$ cat config.mk
export PLATFORM = sky130hd
export DESIGN_NAME = alu_rs_top
export DESIGN_NICKNAME = d
export VERILOG_FILES = /design/src/rtl/ooo_pkg.sv /design/src/rtl/rv_isa_pkg.sv /design/src/rtl/rs_if.sv /design/src/rtl/alu_rs_top.sv /design/src/rtl/rs_dispatch.sv /design/src/rtl/rs_entry.sv /design/src/rtl/rs_issue_alu.sv
export VERILOG_INCLUDE_DIRS = /design/src /design/src/rtl
export SDC_FILE = /design/constraint.sdc
export NUM_CORES = 2
export LEC_CHECK = 0
export BUFFER_PORTS_ARGS = -buffer_cell sky130_fd_sc_hd__buf_2
export CORE_MARGIN = 1
export CORE_UTILIZATION = 29
export DETAILED_ROUTE_END_ITERATION = 7
export PLACE_DENSITY = 0.54
export SLEW_MARGIN = 20
export SYNTH_ARGS = -nofsm -noshare
export SYNTH_HDL_FRONTEND = slang
export SYNTH_SLANG_ARGS = --single-unit
export TNS_END_PERCENT = 5
$ cat constraint.sdc
create_clock -name clk_in -period 12.8 [get_ports clk_in]
set_input_delay 0.64 -clock clk_in [delete_from_list [all_inputs] [get_ports clk_in]]
set_output_delay 0.64 -clock clk_in [all_outputs]
set_load 0.03 [all_outputs]
$ cat src/rtl/rs_config.svh
/* station sizing, shared by the packages and the RTL.
   NICK_W must cover every rename tag the dispatcher can hand out */
`ifndef RS_CONFIG_SVH
`define RS_CONFIG_SVH

// number of reservation station entries
`define RS_DEPTH 4

// rename tag width, one nick per in-flight result
`define NICK_W 4

// data path width, fixed by RV32I
`define XLEN 32

`endif

$ cat src/rtl/ooo_pkg.sv
/* types shared by the out-of-order blocks.
   widths follow the station config macros */
`default_nettype none

`include "rs_config.svh"

package ooo_pkg;

    typedef logic [`NICK_W-1:0]   nick_t;
    typedef logic [`XLEN-1:0]     data_t;
    typedef logic [`RS_DEPTH-1:0] ent_vec_t;

    typedef enum logic [3:0] {
        ALU_ADD, ALU_SUB, ALU_SLL, ALU_SLT, ALU_SLTU,
        ALU_XOR, ALU_SRL, ALU_SRA, ALU_OR, ALU_AND
    } alu_op_e;

    // valid means dt holds the value, otherwise wait for nick
    typedef struct packed {
        logic  valid;
        nick_t nick;
        data_t dt;
    } operand_t;

    typedef struct packed {
        logic  en;
        nick_t nick;
        data_t dt;
    } cdb_t;

    // fill a waiting operand from whichever bus carries its nick
    function automatic operand_t fwd_operand(operand_t src, cdb_t a, cdb_t b);
        operand_t res;
        res = src;
        if (!src.valid) begin
            if (a.en && a.nick == src.nick) begin
                res.valid = 1'b1;
                res.dt    = a.dt;
            end else if (b.en && b.nick == src.nick) begin
                res.valid = 1'b1;
                res.dt    = b.dt;
            end
        end
        return res;
    endfunction

    // one-hot of the lowest set bit, zero when none set
    function automatic ent_vec_t pick_lowest(ent_vec_t v);
        return v & (~v + 1'b1);
    endfunction

endpackage

`default_nettype wire

$ cat src/rtl/rv_isa_pkg.sv
/* RV32I encodings for the OP and OP-IMM groups only.
   other opcodes are not described here */
`default_nettype none

package rv_isa_pkg;

    typedef enum logic [6:0] {
        OPC_OP     = 7'b0110011,
        OPC_OP_IMM = 7'b0010011
    } opcode_e;

    // SR covers both logical and arithmetic shifts
    typedef enum logic [2:0] {
        F3_ADD  = 3'b000,
        F3_SLL  = 3'b001,
        F3_SLT  = 3'b010,
        F3_SLTU = 3'b011,
        F3_XOR  = 3'b100,
        F3_SR   = 3'b101,
        F3_OR   = 3'b110,
        F3_AND  = 3'b111
    } funct3_e;

    typedef struct packed {
        logic [6:0] funct7;
        logic [4:0] rs2;
        logic [4:0] rs1;
        funct3_e    funct3;
        logic [4:0] rd;
        opcode_e    opcode;
    } r_type_t;

    typedef struct packed {
        logic [11:0] imm12;
        logic [4:0]  rs1;
        funct3_e     funct3;
        logic [4:0]  rd;
        opcode_e     opcode;
    } i_type_t;

    // opcode, funct3 and rd sit at the same bits in both views
    typedef union packed {
        r_type_t r;
        i_type_t i;
    } inst_u;

endpackage

`default_nettype wire

$ cat src/rtl/rs_if.sv
/* per-entry links between dispatch, the station entries and issue.
   one instance of each interface per entry */
`timescale 1ns/100ps
`default_nettype none

interface dispatch_if import ooo_pkg::*; ();
    // load is a single-cycle strobe, only ever sent to a free entry
    logic     load;
    alu_op_e  op;
    nick_t    rd_nick;
    operand_t src1;
    operand_t src2;
    logic     busy;

    modport dispatcher (
        output load, op, rd_nick, src1, src2,
        input  busy
    );

    modport entry (
        input  load, op, rd_nick, src1, src2,
        output busy
    );
endinterface

interface issue_if import ooo_pkg::*; ();
    logic    ready;
    alu_op_e op;
    nick_t   rd_nick;
    data_t   v1;
    data_t   v2;
    // entry frees itself on the edge after grant
    logic    grant;

    modport entry (
        output ready, op, rd_nick, v1, v2,
        input  grant
    );

    modport issuer (
        input  ready, op, rd_nick, v1, v2,
        output grant
    );
endinterface

`default_nettype wire

$ cat src/rtl/alu_rs_top.sv
/* integer issue slice, OP and OP-IMM only.
   dispatcher must watch rs_full, a strobe while full is dropped */
`timescale 1ns/100ps
`default_nettype none

`include "rs_config.svh"

module alu_rs_top import ooo_pkg::*; (
    input  logic        clk_in,
    input  logic        rst,
    input  logic        rdy_in,
    input  logic        clr,
    input  logic        disp_en,
    input  logic [31:0] disp_inst,
    input  nick_t       disp_rd_nick,
    input  operand_t    disp_src1,
    input  operand_t    disp_src2,
    input  logic        ext_en,
    input  nick_t       ext_nick,
    input  data_t       ext_dt,
    output logic        cdb_en,
    output nick_t       cdb_nick,
    output data_t       cdb_dt,
    output logic        rs_full
);

    cdb_t alu_cdb;
    cdb_t ext_cdb;

    dispatch_if disp_ifs [`RS_DEPTH] ();
    issue_if    iss_ifs [`RS_DEPTH] ();

    // load results from the load/store buffer
    assign ext_cdb = '{en: ext_en, nick: ext_nick, dt: ext_dt};

    rs_dispatch u_dispatch (
        .clk          (clk_in),
        .rst          (rst),
        .rdy          (rdy_in),
        .disp_en      (disp_en),
        .disp_inst    (disp_inst),
        .disp_rd_nick (disp_rd_nick),
        .disp_src1    (disp_src1),
        .disp_src2    (disp_src2),
        .alu_cdb      (alu_cdb),
        .ext_cdb      (ext_cdb),
        .ent          (disp_ifs),
        .rs_full      (rs_full)
    );

    for (genvar i = 0; i < `RS_DEPTH; i++) begin : g_rs
        rs_entry u_entry (
            .clk     (clk_in),
            .rst     (rst),
            .rdy     (rdy_in),
            .clr     (clr),
            .disp    (disp_ifs[i]),
            .iss     (iss_ifs[i]),
            .alu_cdb (alu_cdb),
            .ext_cdb (ext_cdb)
        );
    end

    rs_issue_alu u_issue (
        .clk     (clk_in),
        .rst     (rst),
        .rdy     (rdy_in),
        .clr     (clr),
        .ent     (iss_ifs),
        .alu_cdb (alu_cdb)
    );

    assign cdb_en   = alu_cdb.en;
    assign cdb_nick = alu_cdb.nick;
    assign cdb_dt   = alu_cdb.dt;

endmodule

`default_nettype wire

$ cat src/rtl/rs_dispatch.sv
/* no back-pressure, a strobe while full or with another opcode is lost.
   src2 is ignored for OP-IMM, the immediate takes its place */
`timescale 1ns/100ps
`default_nettype none

`include "rs_config.svh"

module rs_dispatch
    import rv_isa_pkg::*;
    import ooo_pkg::*;
(
    input  logic           clk,
    input  logic           rst,
    input  logic           rdy,
    input  logic           disp_en,
    input  inst_u          disp_inst,
    input  nick_t          disp_rd_nick,
    input  operand_t       disp_src1,
    input  operand_t       disp_src2,
    input  cdb_t           alu_cdb,
    input  cdb_t           ext_cdb,
    dispatch_if.dispatcher ent [`RS_DEPTH],
    output logic           rs_full
);

    alu_op_e  op;
    operand_t src2_dec;
    operand_t src1_fwd;
    operand_t src2_fwd;
    logic     opc_ok;
    logic     take;
    ent_vec_t busy_vec;
    ent_vec_t load_vec;

    // sub selects SUB over ADD, sra selects SRA over SRL
    function automatic alu_op_e to_alu_op(funct3_e f3, logic sub, logic sra);
        case (f3)
            F3_ADD:  return sub ? ALU_SUB : ALU_ADD;
            F3_SLL:  return ALU_SLL;
            F3_SLT:  return ALU_SLT;
            F3_SLTU: return ALU_SLTU;
            F3_XOR:  return ALU_XOR;
            F3_SR:   return sra ? ALU_SRA : ALU_SRL;
            F3_OR:   return ALU_OR;
            default: return ALU_AND;
        endcase
    endfunction

    always_comb begin
        op       = ALU_ADD;
        src2_dec = disp_src2;
        opc_ok   = 1'b0;
        case (disp_inst.r.opcode)
            OPC_OP: begin
                opc_ok = 1'b1;
                op     = to_alu_op(disp_inst.r.funct3, disp_inst.r.funct7[5],
                                   disp_inst.r.funct7[5]);
            end
            OPC_OP_IMM: begin
                opc_ok         = 1'b1;
                op             = to_alu_op(disp_inst.i.funct3, 1'b0, disp_inst.i.imm12[10]);
                src2_dec.valid = 1'b1;
                src2_dec.nick  = '0;
                src2_dec.dt    = {{(`XLEN-12){disp_inst.i.imm12[11]}}, disp_inst.i.imm12};
            end
            default: ;
        endcase
    end

    // same-cycle broadcast would otherwise be missed by the new entry
    assign src1_fwd = fwd_operand(disp_src1, alu_cdb, ext_cdb);
    assign src2_fwd = fwd_operand(src2_dec, alu_cdb, ext_cdb);

    assign take     = disp_en && rdy && opc_ok && !rs_full;
    assign load_vec = take ? pick_lowest(~busy_vec) : '0;
    assign rs_full  = &busy_vec;

    for (genvar i = 0; i < `RS_DEPTH; i++) begin : g_ent
        assign busy_vec[i]    = ent[i].busy;
        assign ent[i].load    = load_vec[i];
        assign ent[i].op      = op;
        assign ent[i].rd_nick = disp_rd_nick;
        assign ent[i].src1    = src1_fwd;
        assign ent[i].src2    = src2_fwd;
    end

endmodule

`default_nettype wire

$ cat src/rtl/rs_entry.sv
/* one station slot. grant is trusted, readiness is not rechecked.
   clr wins over a load in the same cycle */
`timescale 1ns/100ps
`default_nettype none

module rs_entry import ooo_pkg::*; (
    input  logic      clk,
    input  logic      rst,
    input  logic      rdy,
    input  logic      clr,
    dispatch_if.entry disp,
    issue_if.entry    iss,
    input  cdb_t      alu_cdb,
    input  cdb_t      ext_cdb
);

    logic     busy_q;
    alu_op_e  op_q;
    nick_t    rd_nick_q;
    operand_t src1_q;
    operand_t src2_q;

    always_ff @(posedge clk) begin
        if (rst) begin
            busy_q <= 1'b0;
        end else if (rdy) begin
            if (clr) begin
                busy_q <= 1'b0;
            end else if (disp.load) begin
                busy_q <= 1'b1;
            end else if (iss.grant) begin
                busy_q <= 1'b0;
            end
        end
    end

    // payload, meaningful only while busy
    always_ff @(posedge clk) begin
        if (rdy) begin
            if (disp.load) begin
                op_q      <= disp.op;
                rd_nick_q <= disp.rd_nick;
                src1_q    <= disp.src1;
                src2_q    <= disp.src2;
            end else begin
                // snoop both buses for missing operands
                src1_q <= fwd_operand(src1_q, alu_cdb, ext_cdb);
                src2_q <= fwd_operand(src2_q, alu_cdb, ext_cdb);
            end
        end
    end

    assign disp.busy = busy_q;

    // a capture this cycle shows up as ready next cycle
    assign iss.ready   = busy_q && src1_q.valid && src2_q.valid;
    assign iss.op      = op_q;
    assign iss.rd_nick = rd_nick_q;
    assign iss.v1      = src1_q.dt;
    assign iss.v2      = src2_q.dt;

endmodule

`default_nettype wire

$ cat src/rtl/rs_issue_alu.sv
/* fixed priority, the lowest ready entry always wins.
   one issue per cycle, result on the CDB one cycle after grant */
`timescale 1ns/100ps
`default_nettype none

`include "rs_config.svh"

module rs_issue_alu import ooo_pkg::*; (
    input  logic    clk,
    input  logic    rst,
    input  logic    rdy,
    input  logic    clr,
    issue_if.issuer ent [`RS_DEPTH],
    output cdb_t    alu_cdb
);

    ent_vec_t ready_vec;
    ent_vec_t grant_vec;
    logic     go;
    alu_op_e  op_a [`RS_DEPTH];
    nick_t    nick_a [`RS_DEPTH];
    data_t    v1_a [`RS_DEPTH];
    data_t    v2_a [`RS_DEPTH];
    alu_op_e  sel_op;
    nick_t    sel_nick;
    data_t    sel_v1;
    data_t    sel_v2;
    data_t    res;
    logic [4:0] shamt;
    logic     en_q;
    nick_t    nick_q;
    data_t    dt_q;

    for (genvar i = 0; i < `RS_DEPTH; i++) begin : g_ent
        assign ready_vec[i] = ent[i].ready;
        assign op_a[i]      = ent[i].op;
        assign nick_a[i]    = ent[i].rd_nick;
        assign v1_a[i]      = ent[i].v1;
        assign v2_a[i]      = ent[i].v2;
        assign ent[i].grant = grant_vec[i];
    end

    // no grant while stalled or flushing
    assign go        = rdy && !clr && (|ready_vec);
    assign grant_vec = go ? pick_lowest(ready_vec) : '0;

    // one-hot select of the granted entry
    always_comb begin
        sel_op   = ALU_ADD;
        sel_nick = '0;
        sel_v1   = '0;
        sel_v2   = '0;
        for (int k = 0; k < `RS_DEPTH; k++) begin
            if (grant_vec[k]) begin
                sel_op   = op_a[k];
                sel_nick = nick_a[k];
                sel_v1   = v1_a[k];
                sel_v2   = v2_a[k];
            end
        end
    end

    assign shamt = sel_v2[4:0];

    always_comb begin
        case (sel_op)
            ALU_ADD:  res = sel_v1 + sel_v2;
            ALU_SUB:  res = sel_v1 - sel_v2;
            ALU_SLL:  res = sel_v1 << shamt;
            ALU_SLT:  res = data_t'($signed(sel_v1) < $signed(sel_v2));
            ALU_SLTU: res = data_t'(sel_v1 < sel_v2);
            ALU_XOR:  res = sel_v1 ^ sel_v2;
            ALU_SRL:  res = sel_v1 >> shamt;
            ALU_SRA:  res = data_t'($signed(sel_v1) >>> shamt);
            ALU_OR:   res = sel_v1 | sel_v2;
            default:  res = sel_v1 & sel_v2;
        endcase
    end

    // en drops after a flush since go is low during clr
    always_ff @(posedge clk) begin
        if (rst) begin
            en_q <= 1'b0;
        end else if (rdy) begin
            en_q <= go;
        end
    end

    always_ff @(posedge clk) begin
        if (go) begin
            nick_q <= sel_nick;
            dt_q   <= res;
        end
    end

    assign alu_cdb = '{en: en_q, nick: nick_q, dt: dt_q};

endmodule

`default_nettype wire

== After elaboration in Yosys (flattened, before gate mapping) ==
Index checks and enable logic that the tools add are counted.
Widths: inputs -> output; s select.
Cells by class
  add/subtract/negate cells: 4
  divide/modulo/power cells: 0
  reduce and logical (&&, ||, !) cells: 68
  magnitude comparators: 2
  equal/unequal tests: 44
  mux-type cells: 106
  shift-type cells: 3
  multipliers: 0
  bitwise logic cells: 8
Operator list (number)
  $mux 32: 38
  $mux 37: 9
  $pmux 32 s9: 1
  $eq 4x4->1: 20
  $lt 32x32->1: 2
  $pmux 4 s7: 2
  $mux 1: 45
  $mux 4: 10
  $reduce_bool 3->1: 12
  $logic_and 1x1->1: 33
  $add 32x32->32: 1
  $and 32x32->32: 1
  $or 32x32->32: 1
  $shl 32x5->32: 1
  $shr 32x5->32: 1
  $sshr 32x5->32: 1
  $sub 32x32->32: 1
  $xor 32x32->32: 1
  $reduce_and 3->1: 8
  $eq 4x3->1 const B: 4
  $ne 2x2->1 const B: 8
  $reduce_and 2->1: 8
  $not 4->4: 3
  $eq 3x3->1 const B: 3
  16 further kinds: 21
Word-level totals
  logic and storage cells: 274
  flip-flop bits (word level): 369
  input port bits: 152
  memories kept: 0
  output and inout port bits: 38
  bits in writable memories: 0
  latch bits: 0
  bits in read-only memories: 0

== Logic depth before layout (Yosys ltp) ==
  word-level depth: 12
  mapped depth: 23
  depth with buffers taken out: 18

== By module ==
Synthesis repeated with hierarchy kept, for this count alone.
Second synthesis, totals
  cells, all modules: 4205
  area total of the unflattened synthesis: 35783.1 um^2
By module, submodules not included
  rs_entry: area each 4769.6 um^2, cells each 474, sequential area each 2482.4 um^2, times used 4
  rs_issue_alu: area each 12828.6 um^2, cells each 1731, sequential area each 1101.1 um^2, times used 1
  rs_dispatch: area each 3876.2 um^2, cells each 578, sequential area each 0.0 um^2, times used 1

== Worst setup path before layout ==
OpenSTA, ideal clock, no wires.
  path kind: register to register
  from: register u_issue.nick_q[1]
  to: register g_rs[3].u_entry.src2_q, in the netlist g_rs[3].u_entry.iss.v2[0], enable pin
  clock period less this slack: 5.472 ns
  cell stages (with the launch flop): 8
  path slack: 7.328 ns
  data arrival time: 5.002 ns
  path buffers: 2
  data required time: 12.330 ns
  path through: edfxtp_1 -> buf_1 -> xnor2_1 -> nand2_1 -> nor4_1 -> clkbuf_1 -> a31oi_1 -> o31ai_1
Between the ends
  cells in the longest elaborated chain, start to end: 4
Ends and longest elaborated chain
  from (decl): line rs_issue_alu.sv:31  | nick_t nick_q;
  from (signal assigned): line rs_issue_alu.sv:91  | nick_q <= sel_nick;
  $eq 4x4->1: line ooo_pkg.sv:36  | if (a.en && a.nick == src.nick) begin
  $logic_and 1x1->1: line ooo_pkg.sv:36
  $reduce_bool 3->1 (no line)
  $reduce_and 3->1 (no line)
  to (signal assigned): line rs_entry.sv:44  | src2_q <= disp.src2;
  to (signal assigned): line rs_entry.sv:48  | src2_q <= fwd_operand(src2_q, alu_cdb, ext_cdb);
  to (decl): line rs_entry.sv:21  | operand_t src2_q;
Every way passes these cells.
A chain may end at the register's enable or synchronous reset.

== Worst setup path in the final report ==
  from: register g_rs[0].u_entry.src2_q[36] (netlist name)
  to: register u_issue.dt_q[0], data pin
Between the ends
  cells in the longest elaborated chain, start to end: 11
Ends and longest elaborated chain
  from (decl): line rs_entry.sv:21
  from (signal assigned): line rs_entry.sv:44
  from (signal assigned): line rs_entry.sv:48
  $logic_and 1x1->1 (*): line rs_entry.sv:56  | assign iss.ready = busy_q && src1_q.valid && src2_q.valid;
  $not 4->4: line ooo_pkg.sv:49  | return v & (~v + 1'b1);
  $add 4x1->4: line ooo_pkg.sv:49
  $and 4x4->4: line ooo_pkg.sv:49
  $mux 4 (*): line rs_issue_alu.sv:45  | assign grant_vec = go ? pick_lowest(ready_vec) : '0;
  $mux 32 / $mux 4 (equally long branches) (4 in a row): line rs_issue_alu.sv:54  | if (grant_vec[k]) begin
  $sub 32x32->32 (tied with other cells): line rs_issue_alu.sv:68  | ALU_SUB: res = sel_v1 - sel_v2;
  $pmux 32 s9 (*): line rs_issue_alu.sv:66  | case (sel_op)
  via u_issue.res[0]: line rs_issue_alu.sv:28  | data_t res;
  to (signal assigned): line rs_issue_alu.sv:92  | dt_q <= res;
  to (decl): line rs_issue_alu.sv:32  | data_t dt_q;
Mark *: on every way through the listed nets, which the timed path passes. The rest lies on a longest branch.

==> results.txt <==
----------------------------------------------------
[Outcome]
  Result of the run ... completed

[CTS]
  Worst skew pair latency ... 0.63 ns
  Number of buffers created by CTS ... 45
  CTS HTree Levels ... 2
  Clock input transition at the sequential cells of the worst setup and hold paths ... 0.06 ns
  Number of gates given a new drive strength after cts ... 0
  CTS tree ... built
  Sink Count ... 369
  Hold-fix buffer count after cts ... 0
  Clock root buffer ... clkbuf_16
  Total setup buffers inserted after CTS ... 0
  Clock Path Buffers ... 3

[Global route]
  Global-route wire length before repair ... 200000 µm
  Number of global-route vias before repair ... 27.8k
  Antenna violations before repair ... 7
  Global Route Usage Sum ... 0.250
  Maximum number of pins on one net before global-route repair ... 83
  Congestion Overflow GR ... 0

[Finish]
  Layout cells sized above 1 ... 0.138
  Core Util, Final ... 0.328
  Area Overhead vs Synth ... 11.3%
  Number of nets in the final layout ... 3727

[Place]
  IO Port Bufs ... 179
  Routability-driven placement congestion ratio ... 0.990
  HPWL after detailed placement ... 95900 µm

[Drt]
  Number of iterations in the first detailed-routing pass ... 5
  Per-cell via count in the routed design ... 6.02
  Total wirelength of the detailed-routed design ... 140000 µm
  Vias ... 29.5k
  Remaining routing DRC violations ... 0
  Iter 0 DRT Violations ... 3709
  Post-route antenna net violation count ... 0
  Drt wl/cell ... 28.5 µm

[Setup path]
  Kind of critical path ... flop to flop
  Setup crit start kind ... flop
  Worst Path Arrival ... 7.46 ns
  Req. time, crit path ... 13.13 ns
  Worst Setup End Kind ... flop
  Crit-path max FO ... 26

[Power]
  Max VDD drop ... 95.5 µV
  Pleak ... 11.8 nW
  PD cells ... 83.4 nW/µm²

[STA]
  Clock Skews ... 0.0379 ns
  Final setup vio count ... 0
  Hold Violations, Final ... 0
  Setup repair after global routing missed its margin ... no
  Highest clock frequency the design can meet ... 140 MHz
  Post-route fraction of the period consumed by the critical path ... 0.557
  Total Negative Setup Slacks ... 0 ns
  Worst slew slack as a fraction of its limit ... 0.241
  Final Critical Period ... 7.13 ns
  Pin slew with the least headroom to its limit ... 1.13 ns
  WHS ... 0.260 ns
  Final number of max-transition violations ... 0

[Synthesis]
  Synth top area cells ... edfxtp_1 35%, mux2i_1 9.3%, a21oi_1 4.8%
  Avg Cell Area, Syn ... 8.88 µm²
  Post-synth top area share ... 0.350
  Seq/Total Area, Yosys ... 0.353
  Net count of the mapped netlist ... 3765
  Cell type with the highest aggregate area in the netlist ... edfxtp_1
  Post-synthesis register bit count ... 369
  Count of synthesis-stage warnings from yosys ... 0
  Synthesized netlist cell count ... 3514
  Number of enable flip-flop cells after synthesis ... 364
  Top flip-flop cell by instance count after synthesis ... edfxtp_1
  Distinct cell type count of the synthesized netlist ... 105
  Async SR Flop Fraction ... 0
  Cell Area, Synth ... 31200 µm²

[Die]
  Die outline area ... 109000 µm²
  Core outline area ... 106000 µm²
  Initial Util ... 0.294
  Number of top-level pins ... 190
  Vertical extent of the die ... 330 µm
  Num rows ... 119
  Die Wd ... 330 µm

[Job]
  Max Cap Violations ... 0

[Worst hold path]
  Worst hold path class ... primary input to flop

----------------------------------------------------
==> cells in the final DEF (no fill, tap or decap), types with 31 or more instances in the layout <==
master,n
a211oi_1,186
o22ai_1,57
a22oi_1,37
xor2_1,61
nand4_1,45
buf_2,179
ha_1,97
buf_4,91
nor2b_1,141
clkbuf_16,45
nor2_1,155
o22a_1,47
o211ai_1,40
xnor2_1,31
mux2i_1,290
nor3_1,35
o21ai_0,207
edfxtp_1,364
a21oi_1,298
inv_1,96
a31oi_1,43
nand3_1,69
nand2_1,376
==> stage by stage <==
| step | worst slack, ns | power, mW | instance area (µm²) | std cells |
|---|---|---|---|---|
| 6_report | 5.67 | 2.90 | 34700 | 4905 |
| 2_1_floorplan | 7.33 | 1.48 | 31200 | 3514 |
| 4_1_cts | 5.88 | 2.91 | 34700 | 4902 |
| 3_3_place_gp | 5.40 | 1.54 | 33200 | 4820 |
| 3_5_place_dp | 5.33 | 1.55 | 33200 | 4820 |
| 5_1_grt | 5.35 | 2.97 | 34700 | 4903 |
==> worst max-delay path: stages (launching register included) <==
cell       delay, ns
edfxtp_1        0.45
buf_4           0.22
and3_1          0.29
nor3_2          0.88
buf_4           0.52
nand2_1         0.10
nand4_1         0.45
ha_1            0.48
nor4_1          0.61
nand2_1         0.26
nor2b_1         0.16
a32oi_1         0.21
a311o_1         0.44
o41ai_1         0.64
o41ai_2         0.23
o211ai_1        0.45
o2111ai_1       0.20
a2bb2oi_1       0.18
==> cells in the mapped netlist (all sizes together), types with 9 or more instances <==
cell    instances
mux2           13
o21bai         17
nand4          45
or2            13
a22oi          38
inv           103
a31oi          46
o21ai         227
a21o           19
mux2i         290
nand2         378
a21oi         315
nor2b         142
xnor2          31
o21a           17
or3            12
clkbuf        207
nand2b         24
o32a            9
nor3           43
and2           15
nor2          165
o22ai          57
and3           18
o311ai         11
a221oi         20
ha             97
nor4           22
buf           148
o221ai         21
a211oi        187
edfxtp        364
xor2           61
nand3          73
o211ai         40
o22a           47
o31ai          23
==> metal layers <==
metal,track usage,share of wire,vias to the layer above
met4,0.102,0.046,2
met3,0.0464,0.092,319
met2,0.382,0.43,1640
li1,-,-,13163
met5,0,0.000057,-
met1,0.345,0.43,14408
==> area by class of cell <==
| type | instances | area, µm² |
|---|---|---|
| repair buffers | 270 | 1580 |
| diodes | 3 | 7.51 |
| clock inverters | 29 | 352 |
| multi-input cells | 2681 | 18400 |
| well taps | 1391 | 1740 |
| inverters | 109 | 424 |
| fillers | 11175 | 71300 |
| flip-flops and latches | 369 | 11000 |
| clock buffers | 53 | 1180 |
==> flip-flops by register name, summed over array words and instances (netlist names) <==
signal	count
g_rs.u_entry.src2_q	20
g_rs.u_entry.iss.v1	128
g_rs.u_entry.src1_q	20
g_rs.u_entry.iss.op	16
u_issue.dt_q	32
g_rs.u_entry.iss.rd_nick	16
u_issue.nick_q	4
g_rs.u_entry.disp.busy	4
u_issue.en_q	1
g_rs.u_entry.iss.v2	128
==> where the power goes <==
part | total (mW) | switching (mW) | internal, mW
logic | 0.188 | 0.116 | 0.0727
clock network | 1.37 | 0.572 | 0.802
registers | 1.34 | 0.00464 | 1.33
==> final timing paths <==
check	start	to	slack (ns)	depth (start not counted)
worst max-delay path	g_rs[0].u_entry.src2_q[36]	u_issue.dt_q[0]	5.67	17
worst min-delay path	disp_rd_nick[2]	g_rs[1].u_entry.iss.rd_nick[2]	0.26	1
worst max register to register	g_rs[0].u_entry.src2_q[36]	u_issue.dt_q[0]	5.67	17
worst min register to register	g_rs[3].u_entry.disp.busy	g_rs[3].u_entry.disp.busy	0.59	2
==> logic make-up after synthesis <==
family | count (synthesis) | synth area share
adder cells (fa/ha/maj) | 99 | 0.0402
AND/OR/NAND/NOR | 979 | 0.154
buffers and inverters | 464 | 0.0649
flip-flops | 369 | 0.353
AO/OA/AOI/OAI | 1200 | 0.258
multiplexers | 311 | 0.103
XOR/XNOR | 92 | 0.0258
No activity file was read; power rests on OpenSTA's default activity.
